--- config.mk ---
export PLATFORM = sky130hd
export DESIGN_NAME = aes_mode_controller_flat
export DESIGN_NICKNAME = d
export VERILOG_FILES = /design/src/hw/aes_types_pkg.sv /design/src/hw/aes_tables_pkg.sv /design/src/hw/aes_cipher_if.sv /design/src/hw/aes_mode_controller.sv /design/src/flat_wrapper.sv
export SDC_FILE = /design/constraint.sdc
export NUM_CORES = 1
export LEC_CHECK = 0
export ABC_AREA = 1
export BUFFER_PORTS_ARGS = -buffer_cell sky130_fd_sc_hd__clkbuf_2
export CAP_MARGIN = 20
export CORE_AREA = 3 3 265 267
export DETAILED_ROUTE_END_ITERATION = 6
export DIE_AREA = 0 0 268 270
export GPL_ROUTABILITY_DRIVEN = 1
export PLACE_DENSITY = 0.51
export SLEW_MARGIN = 20
export SYNTH_ARGS = -nofsm -noshare
export SYNTH_HDL_FRONTEND = slang
export SYNTH_SLANG_ARGS = --single-unit
--- constraint.sdc ---
create_clock -name clk -period 9.1 [get_ports clk]
set_input_delay 1.365 -clock clk [delete_from_list [all_inputs] [get_ports clk]]
set_output_delay 1.365 -clock clk [all_outputs]
set_load 0.01 [all_outputs]
--- src/hw/aes_types_pkg.sv ---
package aes_types_pkg;

	// One state byte
	typedef logic [7:0] byte_t;

	// Command word, also one state column
	typedef logic [31:0] word_t;

	// Data block, byte 0 in the top bits
	typedef logic [127:0] block_t;

	typedef logic [127:0] key_t;        // AES-128 cipher key

	typedef logic [3:0] round_t;        // Round counter 0..10

	// Command codes as written by the host
	localparam word_t cmd_ecb_encrypt = 32'h0000_0001;
	localparam word_t cmd_cbc_encrypt = 32'h0000_0003;

	localparam round_t num_rounds = 4'd10;  // AES-128

endpackage

--- src/hw/aes_tables_pkg.sv ---
package aes_tables_pkg;
	import aes_types_pkg::*;

	// Forward S-box, entry 0x00 in the top byte
	localparam logic [2047:0] sbox_table = {
		128'h637c777bf26b6fc53001672bfed7ab76,
		128'hca82c97dfa5947f0add4a2af9ca472c0,
		128'hb7fd9326363ff7cc34a5e5f171d83115,
		128'h04c723c31896059a071280e2eb27b275,
		128'h09832c1a1b6e5aa0523bd6b329e32f84,
		128'h53d100ed20fcb15b6acbbe394a4c58cf,
		128'hd0efaafb434d338545f9027f503c9fa8,
		128'h51a3408f929d38f5bcb6da2110fff3d2,
		128'hcd0c13ec5f974417c4a77e3d645d1973,
		128'h60814fdc222a908846eeb814de5e0bdb,
		128'he0323a0a4906245cc2d3ac629195e479,
		128'he7c8376d8dd54ea96c56f4ea657aae08,
		128'hba78252e1ca6b4c6e8dd741f4bbd8b8a,
		128'h703eb5664803f60e613557b986c11d9e,
		128'he1f8981169d98e949b1e87e9ce5528df,
		128'h8ca1890dbfe6426841992d0fb054bb16
	};

	function automatic byte_t sbox(byte_t b);
		return sbox_table[2047 - 8 * int'(b) -: 8];
	endfunction

	// Multiply by x modulo the AES polynomial
	function automatic byte_t xtime(byte_t b);
		return {b[6:0], 1'b0} ^ (b[7] ? 8'h1b : 8'h00);
	endfunction

	function automatic byte_t rcon(round_t r);
		case (r)
			4'd1: return 8'h01;
			4'd2: return 8'h02;
			4'd3: return 8'h04;
			4'd4: return 8'h08;
			4'd5: return 8'h10;
			4'd6: return 8'h20;
			4'd7: return 8'h40;
			4'd8: return 8'h80;
			4'd9: return 8'h1b;
			4'd10: return 8'h36;
			default: return 8'h00;
		endcase
	endfunction

	// Host buffer order is little endian inside each 32-bit word
	function automatic block_t swap_words(block_t b);
		block_t r;
		for (int i = 0; i < 16; i++) begin
			r[127 - 8 * i -: 8] = b[127 - 8 * ((i & ~3) + 3 - (i & 3)) -: 8];
		end
		return r;
	endfunction

endpackage

--- src/hw/aes_cipher_if.sv ---
`timescale 1ns/10ps

interface aes_cipher_if import aes_types_pkg::*; ();
	logic   key_load;   // Key valid with this pulse
	logic   start;
	key_t   key;
	block_t in_blk;
	block_t out_blk;    // Valid while done
	logic   done;
	logic   busy;

	modport controller (
		output key_load, start, key, in_blk,
		input  out_blk, done, busy
	);

	modport core (
		input  key_load, start, key, in_blk,
		output out_blk, done, busy
	);

endinterface

--- src/hw/aes_mode_controller.sv ---
`timescale 1ns/10ps

module aes_mode_controller import aes_types_pkg::*, aes_tables_pkg::*; (
	input  logic              clk,
	input  logic              reset,
	input  word_t             cmd,
	input  block_t            in_data,
	input  logic              in_valid,
	output logic              in_ready,
	input  logic              input_done,
	output block_t            out_data,
	output logic              out_valid,
	input  logic              out_ready,
	output logic              processing_done,
	aes_cipher_if.controller  cif
);

	typedef enum logic [2:0] {
		get_key,
		get_iv,
		start_block,
		wait_core,
		store_block
	} ctrl_state_t;

	ctrl_state_t state;
	word_t       mode;      // Command of the block in flight
	block_t      iv;        // Chaining value for CBC
	block_t      blk_reg;
	block_t      in_swapped;
	logic        accept;
	logic        launch;    // Delays start by one edge

	function automatic logic chained(word_t c);
		case (c)
			cmd_cbc_encrypt: return 1'b1;
			cmd_ecb_encrypt: return 1'b0;
			default: return 1'b0;
		endcase
	endfunction

	assign accept = in_valid && in_ready;
	assign in_swapped = swap_words(in_data);

	assign cif.key = in_swapped;
	assign cif.key_load = accept && (state == get_key);
	assign cif.in_blk = blk_reg;

	always_ff @(posedge clk) begin
		if (reset) begin
			state <= get_key;
			mode <= '0;
			in_ready <= 1'b0;
			out_valid <= 1'b0;
			processing_done <= 1'b0;
			launch <= 1'b0;
			cif.start <= 1'b0;
		end else begin
			processing_done <= 1'b0;
			launch <= 1'b0;
			cif.start <= launch;

			case (state)
				get_key: begin
					in_ready <= 1'b1;
					if (accept) begin
						in_ready <= 1'b0;
						mode <= cmd;
						state <= chained(cmd) ? get_iv : start_block;
					end
				end
				get_iv: begin
					in_ready <= 1'b1;
					if (accept) begin
						in_ready <= 1'b0;
						iv <= in_swapped;
						state <= start_block;
					end
				end
				start_block: begin
					in_ready <= !cif.busy;
					if (accept) begin
						in_ready <= 1'b0;
						mode <= cmd;
						blk_reg <= chained(cmd) ? (in_swapped ^ iv) : in_swapped;
						launch <= 1'b1;
						state <= wait_core;
					end else if (input_done && !in_valid) begin
						// Message over, next word is a key
						in_ready <= 1'b0;
						processing_done <= 1'b1;
						state <= get_key;
					end
				end
				wait_core: begin
					if (cif.done) begin
						out_valid <= 1'b1;
						out_data <= swap_words(cif.out_blk);
						if (chained(mode))
							iv <= cif.out_blk;
						state <= store_block;
					end
				end
				store_block: begin
					if (out_ready) begin    // Held until taken
						out_valid <= 1'b0;
						state <= start_block;
					end
				end
				default: state <= get_key;
			endcase
		end
	end

endmodule

--- src/flat_wrapper.sv ---
// flat-port wrapper written by rule: the top's interface ports become plain ports
module aes_mode_controller_flat import aes_types_pkg::*, aes_tables_pkg::*;
  (clk, reset, cmd, in_data, in_valid, in_ready, input_done, out_data, out_valid, out_ready, processing_done, cif_key_load, cif_start, cif_key, cif_in_blk, cif_out_blk, cif_done, cif_busy);
  aes_cipher_if cif_i ();
  input  logic clk;
  input  logic reset;
  input  word_t cmd;
  input  block_t in_data;
  input  logic in_valid;
  output logic in_ready;
  input  logic input_done;
  output block_t out_data;
  output logic out_valid;
  input  logic out_ready;
  output logic processing_done;
  output wire logic [$bits(cif_i.key_load)-1:0] cif_key_load;
  output wire logic [$bits(cif_i.start)-1:0] cif_start;
  output wire logic [$bits(cif_i.key)-1:0] cif_key;
  output wire logic [$bits(cif_i.in_blk)-1:0] cif_in_blk;
  input wire logic [$bits(cif_i.out_blk)-1:0] cif_out_blk;
  input wire logic [$bits(cif_i.done)-1:0] cif_done;
  input wire logic [$bits(cif_i.busy)-1:0] cif_busy;
  assign cif_key_load = cif_i.key_load;
  assign cif_start = cif_i.start;
  assign cif_key = cif_i.key;
  assign cif_in_blk = cif_i.in_blk;
  assign cif_i.out_blk = cif_out_blk;
  assign cif_i.done = cif_done;
  assign cif_i.busy = cif_busy;
  aes_mode_controller u_core (.clk(clk), .reset(reset), .cmd(cmd), .in_data(in_data), .in_valid(in_valid), .in_ready(in_ready), .input_done(input_done), .out_data(out_data), .out_valid(out_valid), .out_ready(out_ready), .processing_done(processing_done), .cif(cif_i));
endmodule
After elaboration in Yosys (flattened, before gate mapping)

Cells that the tools add are included.

Latch bits: 0
Memory bits (read-only): 0
Output and inout port bits: 389
Memories: 0
Input port bits: 295
Bits in registers: 424
Memory bits (writable): 0

Bitwise logic cells: 3
$add $sub $neg: 0
Divide/modulo/power cells: 0
Reductions and logical operators: 19
Shift-type cells: 0
Order comparisons: 0
$mul: 0
Equal/unequal tests: 12
Muxes and demuxes: 32

Operator list:

| operator              | count |
|---|---|
| $mux W128             | 4 |
| $pmux W128 S2         | 1 |
| $xor A128 B128 Y128   | 1 |
| $eq A32 B2 Y1 const B | 2 |
| $mux W3               | 6 |
| $mux W1               | 17 |
| $pmux W3 S5           | 1 |
| $reduce_and A5 Y1     | 2 |
| $reduce_and A3 Y1     | 3 |
| $eq A3 B2 Y1 const B  | 2 |
| $ne A2 B1 Y1 const B  | 3 |
| $reduce_bool A2 Y1    | 3 |
| $reduce_or A2 Y1      | 3 |
| $ne A2 B2 Y1 const B  | 2 |
| $pmux W1 S2           | 2 |
| $eq A3 B1 Y1 const B  | 1 |
| $eq A3 B3 Y1 const B  | 1 |
| $logic_and A1 B1 Y1   | 3 |
| $logic_not A3 Y1      | 1 |
| $ne A3 B1 Y1 const B  | 1 |
| $reduce_or A3 Y1      | 1 |
| $logic_not A1 Y1      | 2 |
| $mux W2               | 1 |
| $not A1 Y1            | 2 |
| $reduce_and A2 Y1     | 1 |

Longest topological paths before layout

Depth in word-level cells: 8
Mapped depth: 11
Mapped depth without buffers: 10

Worst setup path before layout

OpenSTA, ideal clock, no wires.

Path kind: input-to-reg
From: in in_valid
To: reg u_core.iv[0], enable pin
Data required time: 8.484 ns
Stages: 7
Setup time: 0.616 ns
Data arrival time: 7.242 ns
Path buffers: 0
Setup slack: 1.241 ns
Cell sequence: nand2_1 -> inv_1 -> nor2_1 -> nand3b_1 -> inv_1 -> nand4_1 -> nor2_1

Longest elaborated chain between the ends: 3

Ends and longest elaborated chain:

| item                               | RTL line                   | RTL |
|---|---|---|
| start, declared                    | flat_wrapper.sv:9          | `input logic in_valid;` |
| $logic_and A1 B1 Y1                | aes_mode_controller.sv:42  | `assign accept = in_valid && in_ready;` |
| $ne A2 B1 Y1 (no source line)      | --                         |  |
| $reduce_and A5 Y1 (no source line) | --                         |  |
| end signal, assigned               | aes_mode_controller.sv:76  | `iv <= in_swapped;` |
| end signal, assigned               | aes_mode_controller.sv:100 | `iv <= cif.out_blk;` |
| end, declared                      | aes_mode_controller.sv:28  | `block_t iv;` |

No other way between the ends.
A chain may end at the register's enable or synchronous reset.

Worst setup path in the final report

From: in cmd[14]
To: reg u_core.blk_reg[103] (netlist: u_core.cif.in_blk[103]) (data pin)

Longest elaborated chain between the ends: 6

Ends and longest elaborated chain:

| item                 | RTL line                  | RTL |
|---|---|---|
| start, declared      | flat_wrapper.sv:7         | `input word_t cmd;` |
| $eq A32 B2 Y1        | aes_mode_controller.sv:35 | `case (c)` |
| $mux W1              | aes_mode_controller.sv:35 |  |
| $mux W1              | aes_mode_controller.sv:82 | `if (accept) begin` |
| $mux W1              | aes_mode_controller.sv:63 | `case (state)` |
| $mux W1              | aes_mode_controller.sv:50 | `if (reset) begin` |
| $mux W128            | aes_mode_controller.sv:85 | `blk_reg <= chained(cmd) ? (in_swapped ^ iv) : in_swapped;` |
| end signal, assigned | aes_mode_controller.sv:85 |  |
| end, declared        | aes_mode_controller.sv:29 | `block_t blk_reg;` |

No other way between the ends. The select of a mux whose other input is x is not followed.

==> results.py <==
metrics = {
    "outcome": {
        "status": "completed",
    },
    "cts": {
        "cts-root-buf": "clkbuf_16",
        "clk_path_buf_depth": 3,
        "cts.sinks": 424,
        "post_cts_buffers": 0,
        "cts_tree": "done",
        "htreeDepth": 2,
        "cts-resized-gates": 0,
        "cts.reportedPaths.clkPinSlew_ns": 0.06,
        "cts_buffers": 49,
        "clkLatencyLatePin_ns": 0.57,
        "ctsHoldBuffers": 0,
    },
    "worst_setup_path": {
        "cp-endpoint": "u_core.cif.in_blk[103]",
        "ff2ff_path_depth": 9,
        "worstPathCellList": "clkbuf_2 -> inv_1 -> nand2_1 -> nor2_1 -> nand2_1 -> nor2_4 -> buf_4 -> buf_4 -> nand3_1 -> xnor2_1",
        "cp.arrival_ns": 4.17,
        "cpPeakStageDelay_ns": 0.80,
        "crit_required_ns": 9.41,
        "cp-start-kind": "primary input",
        "cp_slowest_cell": "buf_4",
        "worstReg2RegEnd": "u_core.iv[30]",
        "path_class": "primary input to flip-flop",
        "r2r-start": "u_core.state[2]",
        "path_max_fanout": 67,
        "end_kind": "flip-flop",
        "worstSetupStartpoint": "cmd[14]",
        "reg2reg_slack_ns": 5.49,
    },
    "run": {
        "max-cap-violations": 0,
    },
    "routing": {
        "viasPerCell": 4.27,
        "routed_wirelength_um": 55200,
        "ant_nets": 0,
        "dr_total_vias": 12600,
        "dr.pass1.iters": 5,
        "drt-initial-drc-count": 727,
        "drc_errors": 0,
        "wl_per_cell_um": 18.7,
    },
    "synthesis": {
        "synth_most_common_cell": "nand2_1",
        "ys_async_sr_fraction": 0,
        "synth_seq_area_share": 0.688,
        "synthFlopType": "edfxtp_1",
        "syn_area_um2": 17900,
        "syn_inst": 1467,
        "synth_edf_count": 384,
        "synth_top_area_frac": 0.643,
        "avgSynthCellArea_um2": 12.2,
        "ys_types": 22,
        "yosys.area.top_type": "edfxtp_1",
        "syn_nets": 1762,
        "synth_commonest_cells": "nand2_1, edfxtp_1, buf_4",
        "synth_area_leaders": "edfxtp_1, nand2_1, xnor2_1",
        "synth_seq_cells": 424,
        "yosysWarningCount": 0,
    },
    "floorplanning": {
        "io_pins": 684,
        "initial_core_util": 0.262,
        "rows": 96,
        "dieArea_um2": 72400,
        "die_y_um": 270,
        "die_w_um": 268,
        "coreArea_um2": 68300,
    },
    "global_routing": {
        "antenna_found_initial": 6,
        "gr-total-overflow": 0,
        "track_usage": 0.147,
        "grt_pass1_vias": 13000,
        "grt_pass1_wl_um": 80800,
        "grt_max_degree": 80,
    },
    "timing": {
        "finalClockSkew_ns": 0.0131,
        "worst_pin_slew_ns": 1.04,
        "slew_violations": 0,
        "fmax_ghz": 0.259,
        "layout_min_cycle_time_ns": 3.86,
        "final-hold-violation-count": 0,
        "fin_setup_tns_ns": 0,
        "fin_crit_sh": 0.425,
        "setup-violations-final": 0,
        "relSlewSlack": 0.309,
        "rsz0062_at_grt": "false",
    },
    "finish": {
        "drive_above_1_share": 0.386,
        "fin_nets": 2318,
        "syn2layout_area_growth_pct": 27.0,
        "post-route-util": 0.333,
    },
    "hold_path": {
        "hold_path.class": "flip-flop to flip-flop",
    },
    "pwr": {
        "powerDensity_nw_per_um2": 188,
        "ir_drop_uv": 114,
        "p_leak_nw": 9.35,
    },
    "placed_design": {
        "routabilityCongestion": 0.833,
        "dpl.hpwl_um": 40100,
        "place.port_buffers": 683,
    },
}
-- critical path, delay by kind of cell --
family,cells,cell delay (ns)
xor gates and xnor gates,1,0.19
buffers and inverters,4,1.57
and+or+nand+nor,5,0.84
-- state kept, by name, summed over array words and instances, names as in the netlist, 3 cells and up --
register	cells
u_core.iv	128
u_core.mode	32
u_core.out_data	128
u_core.cif.in_blk	128
u_core.state	3
-- report_power, final --
part           internal (mW)  total, mW  switching, mW
Sequential              2.14       2.15        0.00852
Combinational          0.109      0.259          0.150
Clock                   1.08       1.88          0.797
Total                   3.33       4.29          0.955
-- kinds of logic (layout without fill, tap and decap cells) --
family                 count (synthesis)  count (layout)  synth area share
AO/OA/AOI/OAI                         69              69            0.0195
AND/OR/NAND/NOR                      611             611             0.144
buffers and inverters                235             829            0.0855
XOR/XNOR                             128             128            0.0625
flip-flops                           424             424             0.688
other                                  0               3                 0
-- worst min path at each step --
stage | startpoint | to | cells past startpoint
2_1_floorplan | u_core.launch | u_core.cif.start | 2
4_1_cts | u_core.launch | u_core.cif.start | 2
5_1_grt | u_core.launch | u_core.cif.start | 2
3_3_place_gp | u_core.launch | u_core.cif.start | 2
6_report | u_core.launch | u_core.cif.start | 2
3_5_place_dp | u_core.launch | u_core.cif.start | 2
-- layer usage --
layer,wire [um],GRT usage,up-vias
li1,-,-,5979
met1,21000,0.162,5995
met2,28600,0.272,512
met3,4270,0.0417,92
met4,1380,0.0429,2
met5,13,0,-
-- placed cells by master (no fill, tap or decap), types with 3 or more instances in the layout --
cell type   netlist  layout
xnor2_1         128     128
nor3_1            4       4
diode_2           0       3
nand2_1         424     424
clkbuf_16         0      51
a21oi_1          34      34
clkbuf_1          6      13
clkinv_2          0       9
edfxtp_1        384     384
clkinvlp_4        0       3
dfxtp_1          40      40
inv_6             0       3
nor2_4            0       6
o21ai_0          33      33
nand3_2          20      20
clkbuf_2          0     683
nand4_1           3       3
nand3_1         110     110
inv_1            41      40
buf_4           139      15
clkinv_1          0       7
nor4_1            3       3
nor2_1           42      39
-- through the flow --
step / hold WS [ns] / power, mW / area (um2) / setup WS (ns) / instances
3_3_place_gp: 0.403 / 2.45 / 21200 / 4.69 / 2853
2_1_floorplan: 0.388 / 2.33 / 17900 / 1.24 / 1467
3_5_place_dp: 0.401 / 2.45 / 21200 / 4.61 / 2853
5_1_grt: 0.423 / 4.47 / 22800 / 5.10 / 2944
6_report: 0.404 / 4.29 / 22800 / 5.24 / 2946
4_1_cts: 0.404 / 4.36 / 22700 / 5.13 / 2942
-- cell type report --
| type | count | area (um2) |
|---|---|---|
| clock inverter | 25 | 189 |
| inverter | 41 | 156 |
| multi-input combinational | 808 | 4100 |
| antenna | 3 | 7.51 |
| tap | 882 | 1100 |
| timing repair buffer | 699 | 3550 |
| clock buffer | 64 | 1330 |
| fill | 6992 | 45600 |
| sequential | 424 | 12300 |
Note: power is estimated with default switching activity, not from simulation.
